`config.mk`:
```
export PLATFORM = sky130hd
export DESIGN_NAME = tlb_fill_port_flat
export DESIGN_NICKNAME = d
export VERILOG_FILES = /design/src/source/tlb_pkg.sv /design/src/source/tlb_fill_if.sv /design/src/source/tlb_fill_port.sv /design/src/flat_wrapper.sv
export SDC_FILE = /design/constraint.sdc
export NUM_CORES = 1
export LEC_CHECK = 0
export ABC_AREA = 1
export BUFFER_PORTS_ARGS = -buffer_cell sky130_fd_sc_hd__buf_2
export CORE_AREA = 2 2 68 70
export DETAILED_ROUTE_END_ITERATION = 12
export DIE_AREA = 0 0 70 72
export PLACE_DENSITY = 0.78
export SETUP_SLACK_MARGIN = 0.1
export SKIP_LAST_GASP = 1
export SLEW_MARGIN = 30
export SYNTH_ARGS = -nofsm -noshare
export SYNTH_HDL_FRONTEND = slang
export SYNTH_SLANG_ARGS = --single-unit
```
`constraint.sdc`:
```
create_clock -name vclk -period 0.8
set_input_delay 0.12 -clock vclk [all_inputs]
set_output_delay 0.12 -clock vclk [all_outputs]
set_load 0.01 [all_outputs]
```
`src/source/tlb_pkg.sv`:
```
package tlb_pkg;

    // table size
    localparam int tlb_num     = 16;
    localparam int tlb_index_w = $clog2(tlb_num);

    // one entry holds an even/odd page pair:
    //   vpn2  asid  g  pfn0 c0 d0 v0  pfn1 c1 d1 v1
    //    19     8   1   20   3  1  1   20   3  1  1

    // entry number
    typedef logic [tlb_index_w-1:0] tlb_index_t;

    // virtual page pair number
    typedef logic [18:0] vpn2_t;

    // address space id
    typedef logic [7:0] asid_t;

    // physical frame number
    typedef logic [19:0] pfn_t;

    // cache attribute
    typedef logic [2:0] cache_attr_t;

    // one bit per entry, write enables and match flags
    typedef logic [tlb_num-1:0] entry_mask_t;

endpackage

```
`src/source/tlb_fill_if.sv`:
```
`timescale 1ns/1ns

// write broadcast from the fill port to all entries
interface tlb_fill_if
    import tlb_pkg::*;
();

    entry_mask_t wen;
    vpn2_t       vpn2;
    asid_t       asid;
    logic        g;
    pfn_t        pfn0;
    cache_attr_t c0;
    logic        d0;
    logic        v0;
    pfn_t        pfn1;
    cache_attr_t c1;
    logic        d1;
    logic        v1;

    modport fill (
        output wen, vpn2, asid, g,
        output pfn0, c0, d0, v0,
        output pfn1, c1, d1, v1
    );

    modport entry (
        input wen, vpn2, asid, g,
        input pfn0, c0, d0, v0,
        input pfn1, c1, d1, v1
    );

endinterface

```
`src/source/tlb_fill_port.sv`:
```
`timescale 1ns/1ns

module tlb_fill_port
    import tlb_pkg::*;
(
    input  logic        we,
    input  tlb_index_t  w_index,
    input  vpn2_t       w_vpn2,
    input  asid_t       w_asid,
    input  logic        w_g,
    input  pfn_t        w_pfn0,
    input  cache_attr_t w_c0,
    input  logic        w_d0,
    input  logic        w_v0,
    input  pfn_t        w_pfn1,
    input  cache_attr_t w_c1,
    input  logic        w_d1,
    input  logic        w_v1,
    tlb_fill_if.fill    fill
);

    // one-hot enable, zero when we is low
    assign fill.wen = entry_mask_t'(we) << w_index;

    // data goes to every entry, only the enabled one loads it
    assign fill.vpn2 = w_vpn2;
    assign fill.asid = w_asid;
    assign fill.g    = w_g;
    assign fill.pfn0 = w_pfn0;
    assign fill.c0   = w_c0;
    assign fill.d0   = w_d0;
    assign fill.v0   = w_v0;
    assign fill.pfn1 = w_pfn1;
    assign fill.c1   = w_c1;
    assign fill.d1   = w_d1;
    assign fill.v1   = w_v1;

endmodule

```
`src/flat_wrapper.sv`:
```
// flat-port wrapper written by rule: the top's interface ports become plain ports
module tlb_fill_port_flat import tlb_pkg::*;
  (we, w_index, w_vpn2, w_asid, w_g, w_pfn0, w_c0, w_d0, w_v0, w_pfn1, w_c1, w_d1, w_v1, fill_wen, fill_vpn2, fill_asid, fill_g, fill_pfn0, fill_c0, fill_d0, fill_v0, fill_pfn1, fill_c1, fill_d1, fill_v1);
  tlb_fill_if fill_i ();
  input  logic we;
  input  tlb_index_t w_index;
  input  vpn2_t w_vpn2;
  input  asid_t w_asid;
  input  logic w_g;
  input  pfn_t w_pfn0;
  input  cache_attr_t w_c0;
  input  logic w_d0;
  input  logic w_v0;
  input  pfn_t w_pfn1;
  input  cache_attr_t w_c1;
  input  logic w_d1;
  input  logic w_v1;
  output wire logic [$bits(fill_i.wen)-1:0] fill_wen;
  output wire logic [$bits(fill_i.vpn2)-1:0] fill_vpn2;
  output wire logic [$bits(fill_i.asid)-1:0] fill_asid;
  output wire logic [$bits(fill_i.g)-1:0] fill_g;
  output wire logic [$bits(fill_i.pfn0)-1:0] fill_pfn0;
  output wire logic [$bits(fill_i.c0)-1:0] fill_c0;
  output wire logic [$bits(fill_i.d0)-1:0] fill_d0;
  output wire logic [$bits(fill_i.v0)-1:0] fill_v0;
  output wire logic [$bits(fill_i.pfn1)-1:0] fill_pfn1;
  output wire logic [$bits(fill_i.c1)-1:0] fill_c1;
  output wire logic [$bits(fill_i.d1)-1:0] fill_d1;
  output wire logic [$bits(fill_i.v1)-1:0] fill_v1;
  assign fill_wen = fill_i.wen;
  assign fill_vpn2 = fill_i.vpn2;
  assign fill_asid = fill_i.asid;
  assign fill_g = fill_i.g;
  assign fill_pfn0 = fill_i.pfn0;
  assign fill_c0 = fill_i.c0;
  assign fill_d0 = fill_i.d0;
  assign fill_v0 = fill_i.v0;
  assign fill_pfn1 = fill_i.pfn1;
  assign fill_c1 = fill_i.c1;
  assign fill_d1 = fill_i.d1;
  assign fill_v1 = fill_i.v1;
  tlb_fill_port u_core (.we(we), .w_index(w_index), .w_vpn2(w_vpn2), .w_asid(w_asid), .w_g(w_g), .w_pfn0(w_pfn0), .w_c0(w_c0), .w_d0(w_d0), .w_v0(w_v0), .w_pfn1(w_pfn1), .w_c1(w_c1), .w_d1(w_d1), .w_v1(w_v1), .fill(fill_i));
endmodule
```
---- After elaboration in Yosys (flattened, before gate mapping) ----
Index checks and enable logic that the tools add are counted.
operators by class
  add/sub/neg operators ................... 0
  shifts and indexed selects .............. 1
  multiply operators ...................... 0
  reduce and logical (&&, ||, !) cells .... 0
  bitwise logic cells ..................... 0
  equal/unequal tests ..................... 0
  div/mod/pow operators ................... 0
  mux-type cells .......................... 0
  magnitude comparators ................... 0
operator list
  operator                    count
  left shift 1 x 4 -> 16 bit  1
word-level totals
  logic and storage cells ................. 1
  RAM bits ................................ 0
  output and inout bits ................... 94
  memories kept ........................... 0
  latch bits .............................. 0
  bits in read-only memories .............. 0
  register bits after elaboration ......... 0

---- Depth between registers and ports, before layout ----
  depth in word-level cells ............... 1
  mapped depth ............................ 4

---- Worst setup path after synthesis ----
Ideal clock, no wire load.
  path kind ............................... input to output
  start ................................... input port w_index[3]
  end ..................................... output port fill_wen[10]
  data arrival time ....................... 656 ps
  cell stages on the path ................. 3
  setup slack ............................. 24 ps
  path buffers ............................ 1
  path through ............................ buf_4 inv_1 nor3_1
on the way
  longest elaborated chain between the ends .. 1
RTL lines
  what                        line                 text
  start, declared             flat_wrapper.sv:6    input tlb_index_t w_index;
  left shift 1 x 4 -> 16 bit  tlb_fill_port.sv:23  assign fill.wen = entry_mask_t'(we) << w_index;
  end, declared               flat_wrapper.sv:18   output wire logic [$bits(fill_i.wen)-1:0] fill_wen;
Every way passes these cells.

---- Final worst setup path ----
  start ................................... input port w_index[0]
  end ..................................... output port fill_wen[12]
Same word-level chain as after synthesis.

==> flow_summary.json <==
{
  "area_growth_syn_to_layout_pct": -30.5,
  "place_congestion": 0.564,
  "worst_slew_pin_slew_ns": 0.184,
  "yosys.cell_count.top_type": "sky130_fd_sc_hd__buf_4",
  "timing.critical_path.fanout_max": 6,
  "floorplan.initialDensity_pct": 17.0,
  "die_x_um": 70,
  "floorplan.die_area_um2": 5040,
  "final.setup.tns_ns": -0.0414,
  "fin_worst_hold_slack_ns": 0.240,
  "required_ns": 0.68,
  "synth_top_family_by_area": "buffers and inverters",
  "yosysWarningCount": 0,
  "first_iter_violations": 1,
  "relSlewSlack_pct": 87.7,
  "status": "finished, violations left",
  "synth_cell_type_count": 8,
  "worst_ep_arrival_time_ns": 0.70,
  "nFlopsAndLatches": 0,
  "syn_avg_cell_area_um2": 6.66,
  "remaining_drc_errors": 0,
  "setup_viol_count_final": 3,
  "die_h_um": 72,
  "worst_ir_drop_vdd_mv": 0.0558,
  "crit_path_start_kind": "input port",
  "grt_first_pass_wirelength_mm": 2.51,
  "yosysSeqAreaShare_pct": 0,
  "via_per_inst": 3.73,
  "grt_use_total_pct": 6.59,
  "syn_inst": 109,
  "cts-hold-fix-buffers": 0,
  "cell_chain_of_the_critical_path": "buf_8 > nor2_4 > nand3_2 > nor2_1 > buf_2",
  "avgRoutedWirePerCell_um": 17.5,
  "max-cap-violations": 0,
  "grt_pass1_vias": 410,
  "num_io_pins": 177,
  "rows": 24,
  "hp-class": "in -> out",
  "hold_viol_final": 0,
  "synth_simple_gate_area_share_pct": 15.7,
  "critPathSlowestCell": "sky130_fd_sc_hd__nor2_4",
  "synth_mux_area_share_pct": 0,
  "syn_std_cell_area_um2": 726,
  "drt_wl_total_mm": 1.94,
  "clock_buffers": 0,
  "synth_area_leaders": "sky130_fd_sc_hd__buf_4 (82%), sky130_fd_sc_hd__nor2_1 (7.2%), sky130_fd_sc_hd__nand4_1 (3.4%), sky130_fd_sc_hd__nand3_1 (2.8%), sky130_fd_sc_hd__inv_1 (2.1%)",
  "synth_xor_area_share_pct": 0,
  "final-seq-area_um2": 0,
  "grt_setup_unrepaired": "true",
  "worst_path_largest_cell_delay_ns": 0.14,
  "grt_overflow_total": 0,
  "max_slew_violation_total_from_the_final_report": 0,
  "vias": 414,
  "fmaxAchievable_mhz": 1220,
  "yosysTopAreaCell": "sky130_fd_sc_hd__buf_4",
  "top_area_cell_type_share_of_the_netlist_area_pct": 81.7,
  "grt_max_degree": 9,
  "critical_path.endpoint_type": "output port",
  "core_area_um2": 4260,
  "criticalPathCategory": "in -> out",
  "fill_cells": 501,
  "cellPowerDensity_nw_per_um2": 371,
  "grt_antenna_before_repair": 0,
  "final_net_count": 144,
  "synth_commonest_cells": "sky130_fd_sc_hd__buf_4 (79), sky130_fd_sc_hd__nor2_1 (14), sky130_fd_sc_hd__inv_1 (4), sky130_fd_sc_hd__nand3_1 (4), sky130_fd_sc_hd__nand4_1 (4)",
  "dpl.hpwl_mm": 1.55,
  "io_buffers": 21,
  "detail_route.first_pass.iterations": 2,
  "finalWorstSetupSlack_ns": -0.0210,
  "min_period_over_period_pct": 103,
  "dpl_worst_slack_ns": -0.130,
  "drtAntennaViolNets": 0,
  "final.min_clock_period_ns": 0.821,
  "power.leakage_nw": 0.238,
  "failing_checks": "setup timing",
  "synth-compound-area-share_pct": 0,
  "total_inserted_antenna_cells": 0,
  "share_of_layout_cells_above_drive_strength_1_pct": 69.5,
  "synth.net_count": 192,
  "synth_fa_ha_area_share_pct": 0
}
-- per-layer routing --
| metal | routed length [um] | global-route usage (%) | share of wire, % | up-vias |
|---|---|---|---|---|
| met4 | 289 | 10.7 | 15 | 0 |
| li1 | - | - | - | 162 |
| met1 | 376 | 3.76 | 19 | 164 |
| met2 | 895 | 10.6 | 46 | 40 |
| met3 | 381 | 4.31 | 20 | 48 |
| met5 | 0 | 0 | 0 | - |
-- layout make-up --
cell class	instances	area (um2)	share of cell area [%]
inverter	5	50.0	9.93
timing repair buffer	29	240	47.6
multi-input combinational	25	149	29.5
tap	52	65.1	12.9
-- where the power goes --
part	switching, W	internal, W	total (W)
logic	0.0000885	0.0000984	0.000187
registers	0	0	0
clock network	0	0	0
-- final timing paths --
| check | startpoint | end | slack, ns | cells after the start |
|---|---|---|---|---|
| hold / removal | w_pfn0[11] | fill_pfn0[11] | 0.24 | 0 |
| setup / recovery | w_index[0] | fill_wen[12] | -0.02 | 5 |
-- cells by family after synthesis --
logic type | after synthesis
AND/OR/NAND/NOR | 25
buffers and inverters | 84
-- stage by stage --
| step | power, W | area, um2 | std cells | utilization [%] |
|---|---|---|---|---|
| after floorplan | 0.000446 | 731 | 109 | - |
| after global placement | 0.0000989 | 323 | 105 | 7.57 |
| after detailed placement | 0.0000998 | 323 | 105 | 7.57 |
| after CTS | 0.000161 | 443 | 108 | 10.4 |
| after global routing | 0.000202 | 504 | 111 | 11.8 |
| final | 0.000187 | 504 | 111 | 11.8 |
-- cells in the final DEF, fill, tap and decap left out, drive strengths merged --
cell,n
buf,29
nor2,15
nand4,4
nand3,4
clkinv,2
nor3,2
inv,2
clkinvlp,1
-- critical path, delay by kind of cell --
kind	cells	cell delay, ns
simple gates	3	0.34
buf+inv	2	0.25
-- repair_timing --
item / 4_1_cts / 5_1_grt
setup endpoints to repair: 16 / 16
buffers inserted: 3 / 3
gates resized for setup: 29 / 11
pin swaps: 11 / 9
No activity file was read; power rests on OpenSTA's default activity.
