`src/source/tlb_pkg.sv`:
```
package tlb_pkg;

    // table size
    localparam int tlb_num     = 16;
    localparam int tlb_index_w = $clog2(tlb_num);

    // one entry holds an even/odd page pair:
    //   vpn2  asid  g  pfn0 c0 d0 v0  pfn1 c1 d1 v1
    //    19     8   1   20   3  1  1   20   3  1  1

    // entry number
    typedef logic [tlb_index_w-1:0] tlb_index_t;

    // virtual page pair number
    typedef logic [18:0] vpn2_t;

    // address space id
    typedef logic [7:0] asid_t;

    // physical frame number
    typedef logic [19:0] pfn_t;

    // cache attribute
    typedef logic [2:0] cache_attr_t;

    // one bit per entry, write enables and match flags
    typedef logic [tlb_num-1:0] entry_mask_t;

endpackage

```
`src/source/tlb_fill_if.sv`:
```
`timescale 1ns/1ns

// write broadcast from the fill port to all entries
interface tlb_fill_if
    import tlb_pkg::*;
();

    entry_mask_t wen;
    vpn2_t       vpn2;
    asid_t       asid;
    logic        g;
    pfn_t        pfn0;
    cache_attr_t c0;
    logic        d0;
    logic        v0;
    pfn_t        pfn1;
    cache_attr_t c1;
    logic        d1;
    logic        v1;

    modport fill (
        output wen, vpn2, asid, g,
        output pfn0, c0, d0, v0,
        output pfn1, c1, d1, v1
    );

    modport entry (
        input wen, vpn2, asid, g,
        input pfn0, c0, d0, v0,
        input pfn1, c1, d1, v1
    );

endinterface

```
`src/source/tlb_slot_if.sv`:
```
`timescale 1ns/1ns

// stored fields and match flags of one entry
interface tlb_slot_if
    import tlb_pkg::*;
();

    vpn2_t       vpn2;
    asid_t       asid;
    logic        g;
    pfn_t        pfn0;
    cache_attr_t c0;
    logic        d0;
    logic        v0;
    pfn_t        pfn1;
    cache_attr_t c1;
    logic        d1;
    logic        v1;
    logic        match0;
    logic        match1;

    modport entry (
        output vpn2, asid, g,
        output pfn0, c0, d0, v0,
        output pfn1, c1, d1, v1,
        output match0, match1
    );

    modport select (
        input vpn2, asid, g,
        input pfn0, c0, d0, v0,
        input pfn1, c1, d1, v1,
        input match0, match1
    );

endinterface

```
`src/source/tlb_entry.sv`:
```
`timescale 1ns/1ns

module tlb_entry
    import tlb_pkg::*;
#(
    parameter int unsigned slot_id = 0
) (
    input  logic      clk,
    input  logic      rst,
    tlb_fill_if.entry fill,
    input  vpn2_t     s0_vpn2,
    input  vpn2_t     s1_vpn2,
    input  asid_t     s0_asid,
    input  asid_t     s1_asid,
    tlb_slot_if.entry slot
);

    vpn2_t       ent_vpn2;
    asid_t       ent_asid;
    logic        ent_g;
    pfn_t        ent_pfn0;
    cache_attr_t ent_c0;
    logic        ent_d0;
    logic        ent_v0;
    pfn_t        ent_pfn1;
    cache_attr_t ent_c1;
    logic        ent_d1;
    logic        ent_v1;

    always_ff @(posedge clk) begin
        if (!rst) begin
            ent_vpn2 <= '0;
            ent_asid <= '0;
            ent_g    <= 1'b0;
            ent_pfn0 <= '0;
            ent_c0   <= '0;
            ent_d0   <= 1'b0;
            ent_v0   <= 1'b0;
            ent_pfn1 <= '0;
            ent_c1   <= '0;
            ent_d1   <= 1'b0;
            ent_v1   <= 1'b0;
        end else if (fill.wen[slot_id]) begin
            ent_vpn2 <= fill.vpn2;
            ent_asid <= fill.asid;
            ent_g    <= fill.g;
            ent_pfn0 <= fill.pfn0;
            ent_c0   <= fill.c0;
            ent_d0   <= fill.d0;
            ent_v0   <= fill.v0;
            ent_pfn1 <= fill.pfn1;
            ent_c1   <= fill.c1;
            ent_d1   <= fill.d1;
            ent_v1   <= fill.v1;
        end
    end

    // global entries ignore the asid
    assign slot.match0 = (s0_vpn2 == ent_vpn2) && ((s0_asid == ent_asid) || ent_g);
    assign slot.match1 = (s1_vpn2 == ent_vpn2) && ((s1_asid == ent_asid) || ent_g);

    assign slot.vpn2 = ent_vpn2;
    assign slot.asid = ent_asid;
    assign slot.g    = ent_g;
    assign slot.pfn0 = ent_pfn0;
    assign slot.c0   = ent_c0;
    assign slot.d0   = ent_d0;
    assign slot.v0   = ent_v0;
    assign slot.pfn1 = ent_pfn1;
    assign slot.c1   = ent_c1;
    assign slot.d1   = ent_d1;
    assign slot.v1   = ent_v1;

endmodule

```
`src/flat_wrapper.sv`:
```
// flat-port wrapper written by rule: the top's interface ports become plain ports
module tlb_entry_flat import tlb_pkg::*;
#(
    parameter int unsigned slot_id = 0
)
  (clk, rst, s0_vpn2, s1_vpn2, s0_asid, s1_asid, fill_wen, fill_vpn2, fill_asid, fill_g, fill_pfn0, fill_c0, fill_d0, fill_v0, fill_pfn1, fill_c1, fill_d1, fill_v1, slot_vpn2, slot_asid, slot_g, slot_pfn0, slot_c0, slot_d0, slot_v0, slot_pfn1, slot_c1, slot_d1, slot_v1, slot_match0, slot_match1);
  tlb_fill_if fill_i ();
  tlb_slot_if slot_i ();
  input  logic clk;
  input  logic rst;
  input  vpn2_t s0_vpn2;
  input  vpn2_t s1_vpn2;
  input  asid_t s0_asid;
  input  asid_t s1_asid;
  input wire logic [$bits(fill_i.wen)-1:0] fill_wen;
  input wire logic [$bits(fill_i.vpn2)-1:0] fill_vpn2;
  input wire logic [$bits(fill_i.asid)-1:0] fill_asid;
  input wire logic [$bits(fill_i.g)-1:0] fill_g;
  input wire logic [$bits(fill_i.pfn0)-1:0] fill_pfn0;
  input wire logic [$bits(fill_i.c0)-1:0] fill_c0;
  input wire logic [$bits(fill_i.d0)-1:0] fill_d0;
  input wire logic [$bits(fill_i.v0)-1:0] fill_v0;
  input wire logic [$bits(fill_i.pfn1)-1:0] fill_pfn1;
  input wire logic [$bits(fill_i.c1)-1:0] fill_c1;
  input wire logic [$bits(fill_i.d1)-1:0] fill_d1;
  input wire logic [$bits(fill_i.v1)-1:0] fill_v1;
  output wire logic [$bits(slot_i.vpn2)-1:0] slot_vpn2;
  output wire logic [$bits(slot_i.asid)-1:0] slot_asid;
  output wire logic [$bits(slot_i.g)-1:0] slot_g;
  output wire logic [$bits(slot_i.pfn0)-1:0] slot_pfn0;
  output wire logic [$bits(slot_i.c0)-1:0] slot_c0;
  output wire logic [$bits(slot_i.d0)-1:0] slot_d0;
  output wire logic [$bits(slot_i.v0)-1:0] slot_v0;
  output wire logic [$bits(slot_i.pfn1)-1:0] slot_pfn1;
  output wire logic [$bits(slot_i.c1)-1:0] slot_c1;
  output wire logic [$bits(slot_i.d1)-1:0] slot_d1;
  output wire logic [$bits(slot_i.v1)-1:0] slot_v1;
  output wire logic [$bits(slot_i.match0)-1:0] slot_match0;
  output wire logic [$bits(slot_i.match1)-1:0] slot_match1;
  assign fill_i.wen = fill_wen;
  assign fill_i.vpn2 = fill_vpn2;
  assign fill_i.asid = fill_asid;
  assign fill_i.g = fill_g;
  assign fill_i.pfn0 = fill_pfn0;
  assign fill_i.c0 = fill_c0;
  assign fill_i.d0 = fill_d0;
  assign fill_i.v0 = fill_v0;
  assign fill_i.pfn1 = fill_pfn1;
  assign fill_i.c1 = fill_c1;
  assign fill_i.d1 = fill_d1;
  assign fill_i.v1 = fill_v1;
  assign slot_vpn2 = slot_i.vpn2;
  assign slot_asid = slot_i.asid;
  assign slot_g = slot_i.g;
  assign slot_pfn0 = slot_i.pfn0;
  assign slot_c0 = slot_i.c0;
  assign slot_d0 = slot_i.d0;
  assign slot_v0 = slot_i.v0;
  assign slot_pfn1 = slot_i.pfn1;
  assign slot_c1 = slot_i.c1;
  assign slot_d1 = slot_i.d1;
  assign slot_v1 = slot_i.v1;
  assign slot_match0 = slot_i.match0;
  assign slot_match1 = slot_i.match1;
  tlb_entry #(.slot_id(slot_id)) u_core (.clk(clk), .rst(rst), .fill(fill_i), .s0_vpn2(s0_vpn2), .s1_vpn2(s1_vpn2), .s0_asid(s0_asid), .s1_asid(s1_asid), .slot(slot_i));
endmodule
```
`config.mk`:
```
export PLATFORM = sky130hd
export DESIGN_NAME = tlb_entry_flat
export DESIGN_NICKNAME = d
export VERILOG_FILES = /design/src/source/tlb_pkg.sv /design/src/source/tlb_fill_if.sv /design/src/source/tlb_slot_if.sv /design/src/source/tlb_entry.sv /design/src/flat_wrapper.sv
export SDC_FILE = /design/constraint.sdc
export NUM_CORES = 1
export LEC_CHECK = 0
export BUFFER_PORTS_ARGS = -buffer_cell sky130_fd_sc_hd__buf_2
export CORE_AREA = 4 4 98 100
export DETAILED_ROUTE_END_ITERATION = 8
export DIE_AREA = 0 0 102 104
export PLACE_DENSITY = 0.77
export SLEW_MARGIN = 20
export SYNTH_ARGS = -nofsm -noshare
export SYNTH_HDL_FRONTEND = slang
export SYNTH_SLANG_ARGS = --single-unit
```
`constraint.sdc`:
```
create_clock -name clk -period 1.6 [get_ports clk]
set_clock_uncertainty 0.1 [all_clocks]
set_input_delay 0.16 -clock clk [delete_from_list [all_inputs] [get_ports clk]]
set_output_delay 0.16 -clock clk [all_outputs]
set_load 0.02 [all_outputs]
```
After elaboration in Yosys (flattened, before gate mapping)
Index checks and enable logic that the tools add are counted.
{ "word_totals": {"memories": 0, "mem_bits_ro": 0, "inputBits": 150, "output_inout_bits": 80, "latchBits": 0, "reg_bits": 78, "ram_bits": 0} }
{ "classes": {"muxes": 0, "bitwise_logic": 0, "eq_ne": 4, "n_shift": 0, "mul": 0, "n_addsub": 0, "reduce_logical": 4, "magnitude_cmp": 0, "div": 0} }
{ "op_table": {"columns": ["op", "n"], "rows": [
  ["== test 19 bit", 2],
  ["== test 8 bit", 2],
  ["logical AND 1 bit", 2],
  ["logical OR 1 bit", 2]
]} }

Longest topological paths before layout
Gate-level depths: netlist of run 1.
{ "depth": {"depth_word": 3, "mapped_depth": 5, "depth_no_buf": 4} }

Least setup slack after synthesis of run 1
No wires, ideal clock.
{ "synth_path": {"path_kind": "register to output", "startpoint": "reg u_core.ent_asid[6], in the netlist u_core.slot.asid[6]", "endpoint": "out slot_match0", "path_buffers": 0, "stages_incl_launch_ff": 5, "arrival_time_ns": 1.281, "slack_ns": 0.059, "path_cell_list": "dfxtp_1 > xor2_1 > nor4_1 > a21oi_1 > nor3_2"} }
{ "synth_via": {"elab_chain_len": 3} }
{ "synth_lines": {"columns": ["element", "line", "text"], "rows": [
  ["start: declaration", "tlb_entry.sv:19", "asid_t ent_asid;"],
  ["start signal: assignment", "tlb_entry.sv:45", "ent_asid <= fill.asid;"],
  ["== test 8 bit", "tlb_entry.sv:59", "assign slot.match0 = (s0_vpn2 == ent_vpn2) && ((s0_asid == ent_asid) || ent_g);"],
  ["logical OR 1 bit", "tlb_entry.sv:59", null],
  ["logical AND 1 bit", "tlb_entry.sv:59", null],
  ["end: declaration", "flat_wrapper.sv:38", "output wire logic [$bits(slot_i.match0)-1:0] slot_match0;"]
]} }
No other way between the ends.

Worst setup path after layout of run 1
{ "layout_path": {"startpoint": "reg u_core.ent_vpn2[16], in the netlist u_core.slot.vpn2[16]", "endpoint": "out slot_match0"} }
{ "layout_via": {"elab_chain_len": 2} }
{ "layout_lines": {"columns": ["element", "line", "text"], "rows": [
  ["start: declaration", "tlb_entry.sv:18", "vpn2_t ent_vpn2;"],
  ["start signal: assignment", "tlb_entry.sv:44", "ent_vpn2 <= fill.vpn2;"],
  ["== test 19 bit", "tlb_entry.sv:59", null],
  ["logical AND 1 bit", "tlb_entry.sv:59", null]
]} }
No other way between the ends.

==> results of run 1 <==
[sequential cells by signal, summed over array words and instances, names as in the netlist]
signal,cells
u_core.slot.pfn0,20
u_core.slot.d0,1
u_core.slot.v0,1
u_core.slot.g,1
u_core.slot.vpn2,19
u_core.slot.asid,8
u_core.slot.c1,3
u_core.slot.v1,1
u_core.slot.d1,1
u_core.slot.pfn1,20
u_core.slot.c0,3
[final cells by class]
class	instances	area (um^2)	share of cell area, %
flip-flops and latches	78	1583	27.22
multi-input cells	230	1936	33.28
repair buffers	304	1972	33.91
well taps	108	135.1	2.324
clock inverters	5	58.81	1.011
clock buffers	11	131.4	2.259
[metal layers]
layer	vias up	share of wire (%)	GRT usage, %
li1	1675	-	-
met1	1547	39	23.33
met2	136	51	37.98
met3	29	6.7	4.494
met4	0	3.0	8.154
met5	-	0	0
[cell usage after synthesis]
master | instances | share of area, %
dfxtp_1 | 78 | 44
mux2i_1 | 78 | 22
nor2b_1 | 78 | 14
xor2_1 | 48 | 12
nor4_1 | 12 | 2.1
clkbuf_1 | 7 | 0.74
xnor2_1 | 6 | 1.5
buf_4 | 5 | 1.1
a21oi_1 | 2 | 0.28
buf_12 | 2 | 1.1
buf_2 | 2 | 0.28
nand3_1 | 2 | 0.28
nand4_1 | 2 | 0.35
nor3_2 | 2 | 0.56
buf_6 | 1 | 0.32
[placed cells by master, fill, tap and decap left out, drive strengths merged]
cell	netlist	layout
buf	10	232
mux2i	78	78
nor2b	78	78
dfxtp	78	78
dlygate4sd3	0	72
xor2	48	48
nor4	12	12
clkbuf	7	11
xnor2	6	6
nand3	2	2
a21oi	2	2
nand4	2	2
nor3	2	2
clkinvlp	0	2
clkinv	0	1
bufinv	0	1
inv	0	1
[timing repair]
| item | in CTS | in global routing |
|---|---|---|
| pin swaps | 14 | 9 |
| resized for setup | 14 | 11 |
| hold buffers | 72 | 0 |
| setup buffers | 0 | 0 |
| endpoints found under the setup margin | 2 | 2 |
| hold endpoints to repair | 72 | 0 |
[worst min-delay path by stage]
stage	startpoint	endpoint	slack [ns]	cells after the start
finish	fill_pfn0[16]	u_core.slot.pfn0[16]	0.02	3
global route	fill_pfn1[15]	u_core.slot.pfn1[15]	0.008	3
CTS	fill_pfn1[7]	u_core.slot.pfn1[7]	0.005	3
detailed placement	fill_vpn2[1]	u_core.slot.vpn2[1]	0.32	3
global placement	fill_vpn2[5]	u_core.slot.vpn2[5]	0.31	3
floorplan	fill_c0[0]	u_core.slot.c0[0]	0.23	2
[critical path, delay by kind of cell, from the launching register on]
family	cells	cell delay [ns]
simple gates	3	0.64
flops	1	0.35
xor+xnor	1	0.17
buf+inv	1	0.17
[where the power goes]
group / leakage, nW / internal (mW) / switching [mW] / total [mW]
Clock: 0.0899 / 0.725 / 0.712 / 1.44
Combinational: 2.24 / 0.565 / 0.518 / 1.08
Sequential: 0.649 / 2.06 / 0.0915 / 2.15
Total: 2.97 / 3.35 / 1.32 / 4.67
[cell families after synthesis]
kind of cell / Yosys count / synth area share, %
simple gates: 96 / 17.03
mux: 78 / 21.96
flops: 78 / 43.91
xor+xnor: 54 / 13.30
buf+inv: 17 / 3.519
compound gates: 2 / 0.2815
==> results.json, run 1 <==
{
  "max-cap-violations": 0,
  "synth_fp_nets": 475,
  "grt_max_degree": 58,
  "path_clk_slew_ns": 0.08,
  "drt_iter0_markers": 44,
  "r2r_cells": 3,
  "tightest_slew_ns": 0.3498,
  "cp_cell_sequence": "xor2_1, nor4_2, nand4_1, nor3_2, buf_4",
  "drv_slew": 0,
  "dp_worst_setup_slack_ns": -0.03821,
  "ys_types": 15,
  "syn_inst": 325,
  "post-route-util_pct": 67.01,
  "synth_area_mm2": 0.003556,
  "grt-ovfl-total": 0,
  "rrSetupSlack_ns": 0.65,
  "timing.final.crit_share_pct": 119.7,
  "n_fill_cell": 673,
  "violations": "setup timing",
  "r2r_start": "u_core.slot.vpn2[13]",
  "antenna_left": 0,
  "hpwl_um": 7820,
  "cp.arrival_ns": 1.66,
  "die_area_mm2": 0.01061,
  "post-route-cell-area_mm2": 0.005816,
  "setup-tns-final_ns": -0.5935,
  "finalSetupViolations": 2,
  "grt_pass1_wl_um": 17730,
  "criticalPathCategory": "reg -> out",
  "cts_sinks": 78,
  "die_y_um": 104,
  "ys_warn_count": 0,
  "hold_violations": 0,
  "die_x_um": 102,
  "required_ns": 1.34,
  "h-tree-depth": 3,
  "routabilityCongestion": 0.8064,
  "vias_per_cell": 4.602,
  "dr.pass1.iters": 4,
  "cts_tree": "yes",
  "cts_buffers": 9,
  "antenna_found_initial": 0,
  "dr_total_vias": 3387,
  "ys_seq_area_share_pct": 43.91,
  "rsz0062_at_grt": "yes",
  "max_clock_freq_mhz": 522.1,
  "power_mw": 4.669,
  "initial_core_util_pct": 40.97,
  "root_buffer": "clkbuf_8",
  "coreArea_mm2": 0.008678,
  "clock_path_buffers": 2,
  "syn_avg_cell_area_um2": 10.94,
  "power.density_mw_per_mm2": 802.8,
  "dp.cells": 648,
  "nets": 773,
  "start_kind": "register",
  "finalNonFillerCells": 736,
  "drc_errors": 0,
  "max-slew-margin-rel_pct": 76.68,
  "antenna_cells": 0,
  "postPlaceCellArea_mm2": 0.004812,
  "status": "complete, but fails checks",
  "num_rows": 34,
  "leakage_nw": 2.974,
  "grt_pass1_vias": 3684,
  "critPathSlowestCell": "dfxtp_2",
  "cp-endpoint": "slot_match0",
  "reg2reg_to": "u_core.slot.vpn2[13]",
  "areaGrowthSynthToFinish_pct": 63.55,
  "drive_above_1_share_pct": 42.20,
  "track_usage_pct": 20.97,
  "clock_latency_ns": 0.33,
  "io_buffers": 214,
  "cp_max_fo": 4,
  "slowest_delay_ns": 0.35,
  "wire_per_inst_um": 15.83,
  "period_needed_ns": 1.915,
  "timing.final.ws_setup_ns": -0.3153,
  "ys_ff_latch": 78,
  "wl_um": 11650,
  "holdCritPathClass": "in -> reg",
  "whs_ns": 0.01727,
  "startpoint": "u_core.slot.vpn2[16]",
  "critPathCaptureType": "primary output",
  "ioPinCount": 230,
  "vdd_ir_drop_max_mv": 0.5185
}
(Power assumes the default switching activity.)
==> run 2: changes to the inputs <==
--- a/config.mk
+++ b/config.mk
@@ -5,11 +5,12 @@
 export SDC_FILE = /design/constraint.sdc
 export NUM_CORES = 1
 export LEC_CHECK = 0
+export ABC_AREA = 1
 export BUFFER_PORTS_ARGS = -buffer_cell sky130_fd_sc_hd__buf_2
 export CORE_AREA = 4 4 98 100
 export DETAILED_ROUTE_END_ITERATION = 8
 export DIE_AREA = 0 0 102 104
-export PLACE_DENSITY = 0.77
+export PLACE_DENSITY = 0.78
 export SLEW_MARGIN = 20
 export SYNTH_ARGS = -nofsm -noshare
 export SYNTH_HDL_FRONTEND = slang
==> run 2 against run 1 <==
Net effect: the flow still finishes with violations (setup timing); sequential share of layout area rose by 0.63 points; critical path depth rose by 4; routed wire length rose by 11%; clock power rose by 3%; register-to-register slack improved by 0.12 ns; worst hold slack improved by 0.0071 ns; via count rose by 33%; critical endpoint unchanged; largest power group unchanged; die area did not move.
==> results.json, run 2 <==
{
  "synth_area_mm2": 0.003660,
  "hold_violations": 0,
  "synth_fa_ha_area_share_pct": 0,
  "wire_per_inst_um": 13.56,
  "post-route-cell-area_mm2": 0.005698,
  "power.density_mw_per_mm2": 840.3,
  "violations": "setup timing",
  "drc_errors": 0,
  "power_mw": 4.788,
  "critPathCaptureType": "primary output",
  "cts_buffers": 9,
  "synth_top_area_cell": "dfxtp_1",
  "timing.final.ws_setup_ns": -0.1854,
  "synth_common_cells": "nor2_1, nand2_1, dfxtp_1, o21ai_0, inv_1",
  "clock_path_buffers": 2,
  "grt-ovfl-total": 0,
  "mostFrequentLayoutCells": "buf_2, nor2_1, nand2_1",
  "coreArea_mm2": 0.008678,
  "status": "complete, but fails checks",
  "die_x_um": 102,
  "synth_compound_gate_area_share_pct": 13.68,
  "synthMuxAreaShare_pct": 0,
  "timing.final.crit_share_pct": 111.6,
  "tightest_slew_ns": 0.4964,
  "n_fill_cell": 730,
  "drive_above_1_share_pct": 31.64,
  "required_ns": 1.34,
  "grt_max_degree": 101,
  "io_buffers": 214,
  "leakage_nw": 3.104,
  "final_common_cell": "buf_2",
  "synth_ff_type": "dfxtp_1",
  "antenna_left": 0,
  "ys_ff_latch": 78,
  "synth_xor_area_share_pct": 2.872,
  "async_flop_share_pct": 0,
  "startpoint": "u_core.slot.vpn2[18]",
  "ys_seq_area_share_pct": 42.67,
  "nets": 992,
  "holdCritPathClass": "in -> reg",
  "ioPinCount": 230,
  "finalSetupViolations": 2,
  "hpwl_um": 8490,
  "antenna_found_initial": 0,
  "syn_avg_cell_area_um2": 6.455,
  "antenna_cells": 0,
  "finalNonFillerCells": 955,
  "synth.most_common_cell": "nor2_1",
  "initial_core_util_pct": 42.17,
  "synth_edf_count": 0,
  "num_rows": 34,
  "synth_simple_gate_area_share_pct": 29.74,
  "path_clk_slew_ns": 0.10,
  "cts_sinks": 78,
  "synth_fp_nets": 717,
  "die_area_mm2": 0.01061,
  "r2r_cells": 2,
  "wl_um": 12950,
  "r2r_start": "u_core.slot.pfn1[13]",
  "clock_latency_ns": 0.35,
  "track_usage_pct": 24.08,
  "cp_max_fo": 4,
  "ys_top_cells_by_area": "dfxtp_1, nor2_1, nand2_1, o21ai_0, inv_1",
  "ys_types": 18,
  "postPlaceCellArea_mm2": 0.004756,
  "max-slew-margin-rel_pct": 66.91,
  "vias_per_cell": 4.733,
  "routabilityCongestion": 0.8109,
  "drt_iter0_markers": 146,
  "dr_total_vias": 4520,
  "cp.arrival_ns": 1.53,
  "yosys.area.top_type_share_pct": 42.67,
  "synth_top_family_by_area": "simple AND/OR/NAND/NOR gates",
  "grt_pass1_vias": 4624,
  "rrSetupSlack_ns": 0.77,
  "period_needed_ns": 1.785,
  "cp-endpoint": "slot_match0",
  "reg2reg_to": "u_core.slot.pfn1[13]",
  "syn_inst": 567,
  "dr.pass1.iters": 4,
  "max-cap-violations": 0,
  "areaGrowthSynthToFinish_pct": 55.69,
  "grt_pass1_wl_um": 20730,
  "cts_tree": "yes",
  "dp.cells": 868,
  "criticalPathCategory": "reg -> out",
  "drv_slew": 0,
  "vdd_ir_drop_max_mv": 0.5049,
  "setup-tns-final_ns": -0.3593,
  "ys_warn_count": 0,
  "max_clock_freq_mhz": 560.1,
  "die_y_um": 104,
  "start_kind": "register",
  "root_buffer": "clkbuf_8",
  "h-tree-depth": 3,
  "rsz0062_at_grt": "yes"
}
## run 2: cell types whose count changed in the layout (fill, tap and decap cells not counted), moves of 12 or more
| cell | before | now |
|---|---|---|
| nand2_1 | 0 | 137 |
| mux2i_1 | 78 | 0 |
| a21oi_1 | 0 | 22 |
| inv_1 | 0 | 54 |
| xor2_1 | 47 | 2 |
| nor2_1 | 0 | 143 |
| dfxtp_2 | 5 | 17 |
| nor2b_1 | 78 | 0 |
| o21ai_0 | 0 | 68 |
| buf_4 | 18 | 5 |
## run 2: layout make-up
class	instances	area, um^2	area share, %
inverter	65	246.5	4.326
multi-input combinational	400	1702	29.86
clock inverter	7	75.07	1.318
sequential	78	1587	27.84
timing repair buffer	288	1829	32.10
tap	108	135.1	2.372
clock buffer	9	123.9	2.174
## run 2: critical path: stages (launching register included)
cell     delay [ns]
dfxtp_2        0.36
inv_2          0.05
nand2_1        0.05
nand2_1        0.04
nor2_1         0.10
nand2_1        0.10
nor2_2         0.13
nand3_1        0.08
nor2_1         0.11
buf_4          0.15
## run 2: worst min path at each step
stage | start | end | cells after the start
2_1_floorplan | fill_c1[0] | u_core.slot.c1[0] | 2
3_3_place_gp | fill_c1[0] | u_core.slot.c1[0] | 3
3_5_place_dp | fill_pfn0[3] | u_core.slot.pfn0[3] | 3
4_1_cts | fill_vpn2[13] | u_core.slot.vpn2[13] | 3
5_1_grt | fill_asid[4] | u_core.slot.asid[4] | 3
6_report | fill_vpn2[13] | u_core.slot.vpn2[13] | 3
## run 2: per-layer routing
| metal | track usage [%] | share of wire [%] | vias up |
|---|---|---|---|
| met1 | 25.92 | 38 | 2016 |
| met3 | 6.774 | 8.7 | 38 |
| met2 | 43.18 | 51 | 186 |
| met5 | 0 | 0 | - |
| li1 | - | - | 2280 |
| met4 | 9.934 | 3.2 | 0 |
## run 2: cells by family after synthesis
logic type	count (synthesis)
AO/OA/AOI/OAI	100
buffers and inverters	89
XOR/XNOR	12
AND/OR/NAND/NOR	288
flip-flops	78
## run 2: power breakdown
group	switching, mW	total, mW	internal (mW)
sequential	0.0943	2.18	2.08
combinational	0.634	1.13	0.500
clock	0.855	1.48	0.620
## run 2: repair_timing
item | CTS | global route
gates resized for setup | 18 | 8
buffers inserted | 0 | 2
pin swaps | 3 | 5
endpoints found under the setup margin | 2 | 2
hold endpoints to repair | 69 | 0
hold buffers | 69 | 0
## run 2: metrics by stage
step | worst slack [ns] | hold WS, ns | util, %
finish | -0.1854 | 0.02434 | 65.66
CTS | -0.1894 | 0.007095 | 65.34
global route | -0.3066 | 0.03456 | 65.66
floorplan | 0.1105 | 0.1949 | -
detailed placement | 0.1268 | 0.2867 | 54.80
global placement | 0.1271 | 0.2811 | 54.80
==> run 3: changes to the inputs <==
--- a/config.mk
+++ b/config.mk
@@ -15,3 +15,4 @@
 export SYNTH_ARGS = -nofsm -noshare
 export SYNTH_HDL_FRONTEND = slang
 export SYNTH_SLANG_ARGS = --single-unit
+export TNS_END_PERCENT = 30
==> run 3 against run 2 <==
Net effect: the flow still finishes with violations (setup timing); register-to-register slack about the same; final area unchanged; global-route usage unchanged; combinational power about the same; first-iteration DRC count down 3.4%; critical path depth unchanged; setup slack worse by 0.0023 ns; fmax down 0.13%; utilization unchanged; die area unchanged; cell count unchanged; critical path type unchanged; critical endpoint unchanged.
==> results.json, run 3 (synthesis results as in run 2) <==
{
  "routabilityCongestion": 0.8109,
  "dr.pass1.iters": 4,
  "grt_pass1_wl_um": 20730,
  "grt-ovfl-total": 0,
  "max-slew-margin-rel_pct": 66.81,
  "antenna_found_initial": 0,
  "grt_max_degree": 101,
  "postPlaceCellArea_mm2": 0.004756,
  "start_kind": "register",
  "timing.final.crit_share_pct": 111.7,
  "antenna_cells": 0,
  "cts_tree": "yes",
  "clock_path_buffers": 2,
  "wire_per_inst_um": 13.57,
  "drv_slew": 0,
  "coreArea_mm2": 0.008678,
  "mostFrequentLayoutCells": "buf_2, nor2_1, nand2_1",
  "n_fill_cell": 730,
  "cp_max_fo": 4,
  "period_needed_ns": 1.788,
  "holdCritPathClass": "in -> reg",
  "track_usage_pct": 24.08,
  "wl_um": 12960,
  "drc_errors": 0,
  "finalSetupViolations": 2,
  "cp.arrival_ns": 1.53,
  "die_x_um": 102,
  "drive_above_1_share_pct": 31.64,
  "clock_latency_ns": 0.35,
  "rsz0062_at_grt": "yes",
  "tightest_slew_ns": 0.4979,
  "num_rows": 34,
  "critPathCaptureType": "primary output",
  "criticalPathCategory": "reg -> out",
  "power_mw": 4.787,
  "vdd_ir_drop_max_mv": 0.5050,
  "final_common_cell": "buf_2",
  "required_ns": 1.34,
  "max_clock_freq_mhz": 559.4,
  "max-cap-violations": 0,
  "ioPinCount": 230,
  "antenna_left": 0,
  "die_area_mm2": 0.01061,
  "hpwl_um": 8490,
  "dr_total_vias": 4537,
  "whs_ns": 0.02464,
  "path_clk_slew_ns": 0.10,
  "cts_sinks": 78,
  "hold_violations": 0,
  "vias_per_cell": 4.751,
  "leakage_nw": 3.104,
  "nets": 992,
  "violations": "setup timing",
  "post-route-cell-area_mm2": 0.005698,
  "drt_iter0_markers": 141,
  "power.density_mw_per_mm2": 840.0,
  "grt_pass1_vias": 4624,
  "status": "complete, but fails checks",
  "cts_buffers": 9,
  "rrSetupSlack_ns": 0.77,
  "initial_core_util_pct": 42.17,
  "die_y_um": 104,
  "h-tree-depth": 3,
  "areaGrowthSynthToFinish_pct": 55.69,
  "timing.final.ws_setup_ns": -0.1877,
  "io_buffers": 214,
  "root_buffer": "clkbuf_8"
}
## run 3: worst max-delay path, stage by stage, from the launching register on
cell and delay, ns:
dfxtp_2 0.36, inv_2 0.05, nand2_1 0.05, nand2_1 0.04, nor2_1 0.10, nand2_1 0.10, nor2_2 0.13, nand3_1 0.08
nor2_1 0.11, buf_4 0.15
## run 3: cell type report
type	count	area (um^2)	area share [%]
clock buffer	9	123.9	2.174
clock inverter	7	75.07	1.318
inverter	65	246.5	4.326
multi-input combinational	400	1702	29.86
sequential	78	1587	27.84
tap	108	135.1	2.372
timing repair buffer	288	1829	32.10
## run 3: per-layer routing
metal / global-route usage, % / vias up / share of wire (%)
met5: 0 / - / 0
met2: 43.18 / 194 / 51
met3: 6.774 / 38 / 8.9
met4: 9.934 / 0 / 3.2
li1: - / 2282 / -
met1: 25.92 / 2023 / 37
## run 3: stage by stage
step | TNS [ns] | cells | utilization, % | setup slack [ns]
finish | -0.3615 | 955 | 65.66 | -0.1877
global route | -0.5834 | 955 | 65.66 | -0.3066
CTS | -0.3723 | 953 | 65.35 | -0.1885
detailed placement | 0 | 868 | 54.80 | 0.1268
global placement | 0 | 868 | 54.80 | 0.1271
floorplan | 0 | 567 | - | 0.1105
## run 3: path summary, 6_finish.rpt
check	startpoint	endpoint	cells after the start
worst max register to register	u_core.slot.pfn1[13]	u_core.slot.pfn1[13]	2
worst min register to register	u_core.slot.vpn2[9]	u_core.slot.vpn2[9]	2
worst max-delay path	u_core.slot.vpn2[18]	slot_match0	9
worst min-delay path	fill_vpn2[13]	u_core.slot.vpn2[13]	3
## run 3: where the power goes
group / leakage, nW / internal (mW) / switching, mW
combinational: 2.35 / 0.500 / 0.635
clock: 0.0990 / 0.620 / 0.853
sequential: 0.654 / 2.08 / 0.0942
total: 3.10 / 3.20 / 1.58
## run 3: timing repair
| action | CTS | global route |
|---|---|---|
| pin swaps | 4 | 5 |
| hold endpoints to repair | 69 | 0 |
| buffers inserted | 0 | 2 |
| endpoints found under the setup margin | 2 | 2 |
| hold buffers | 69 | 0 |
| resized for setup | 19 | 7 |
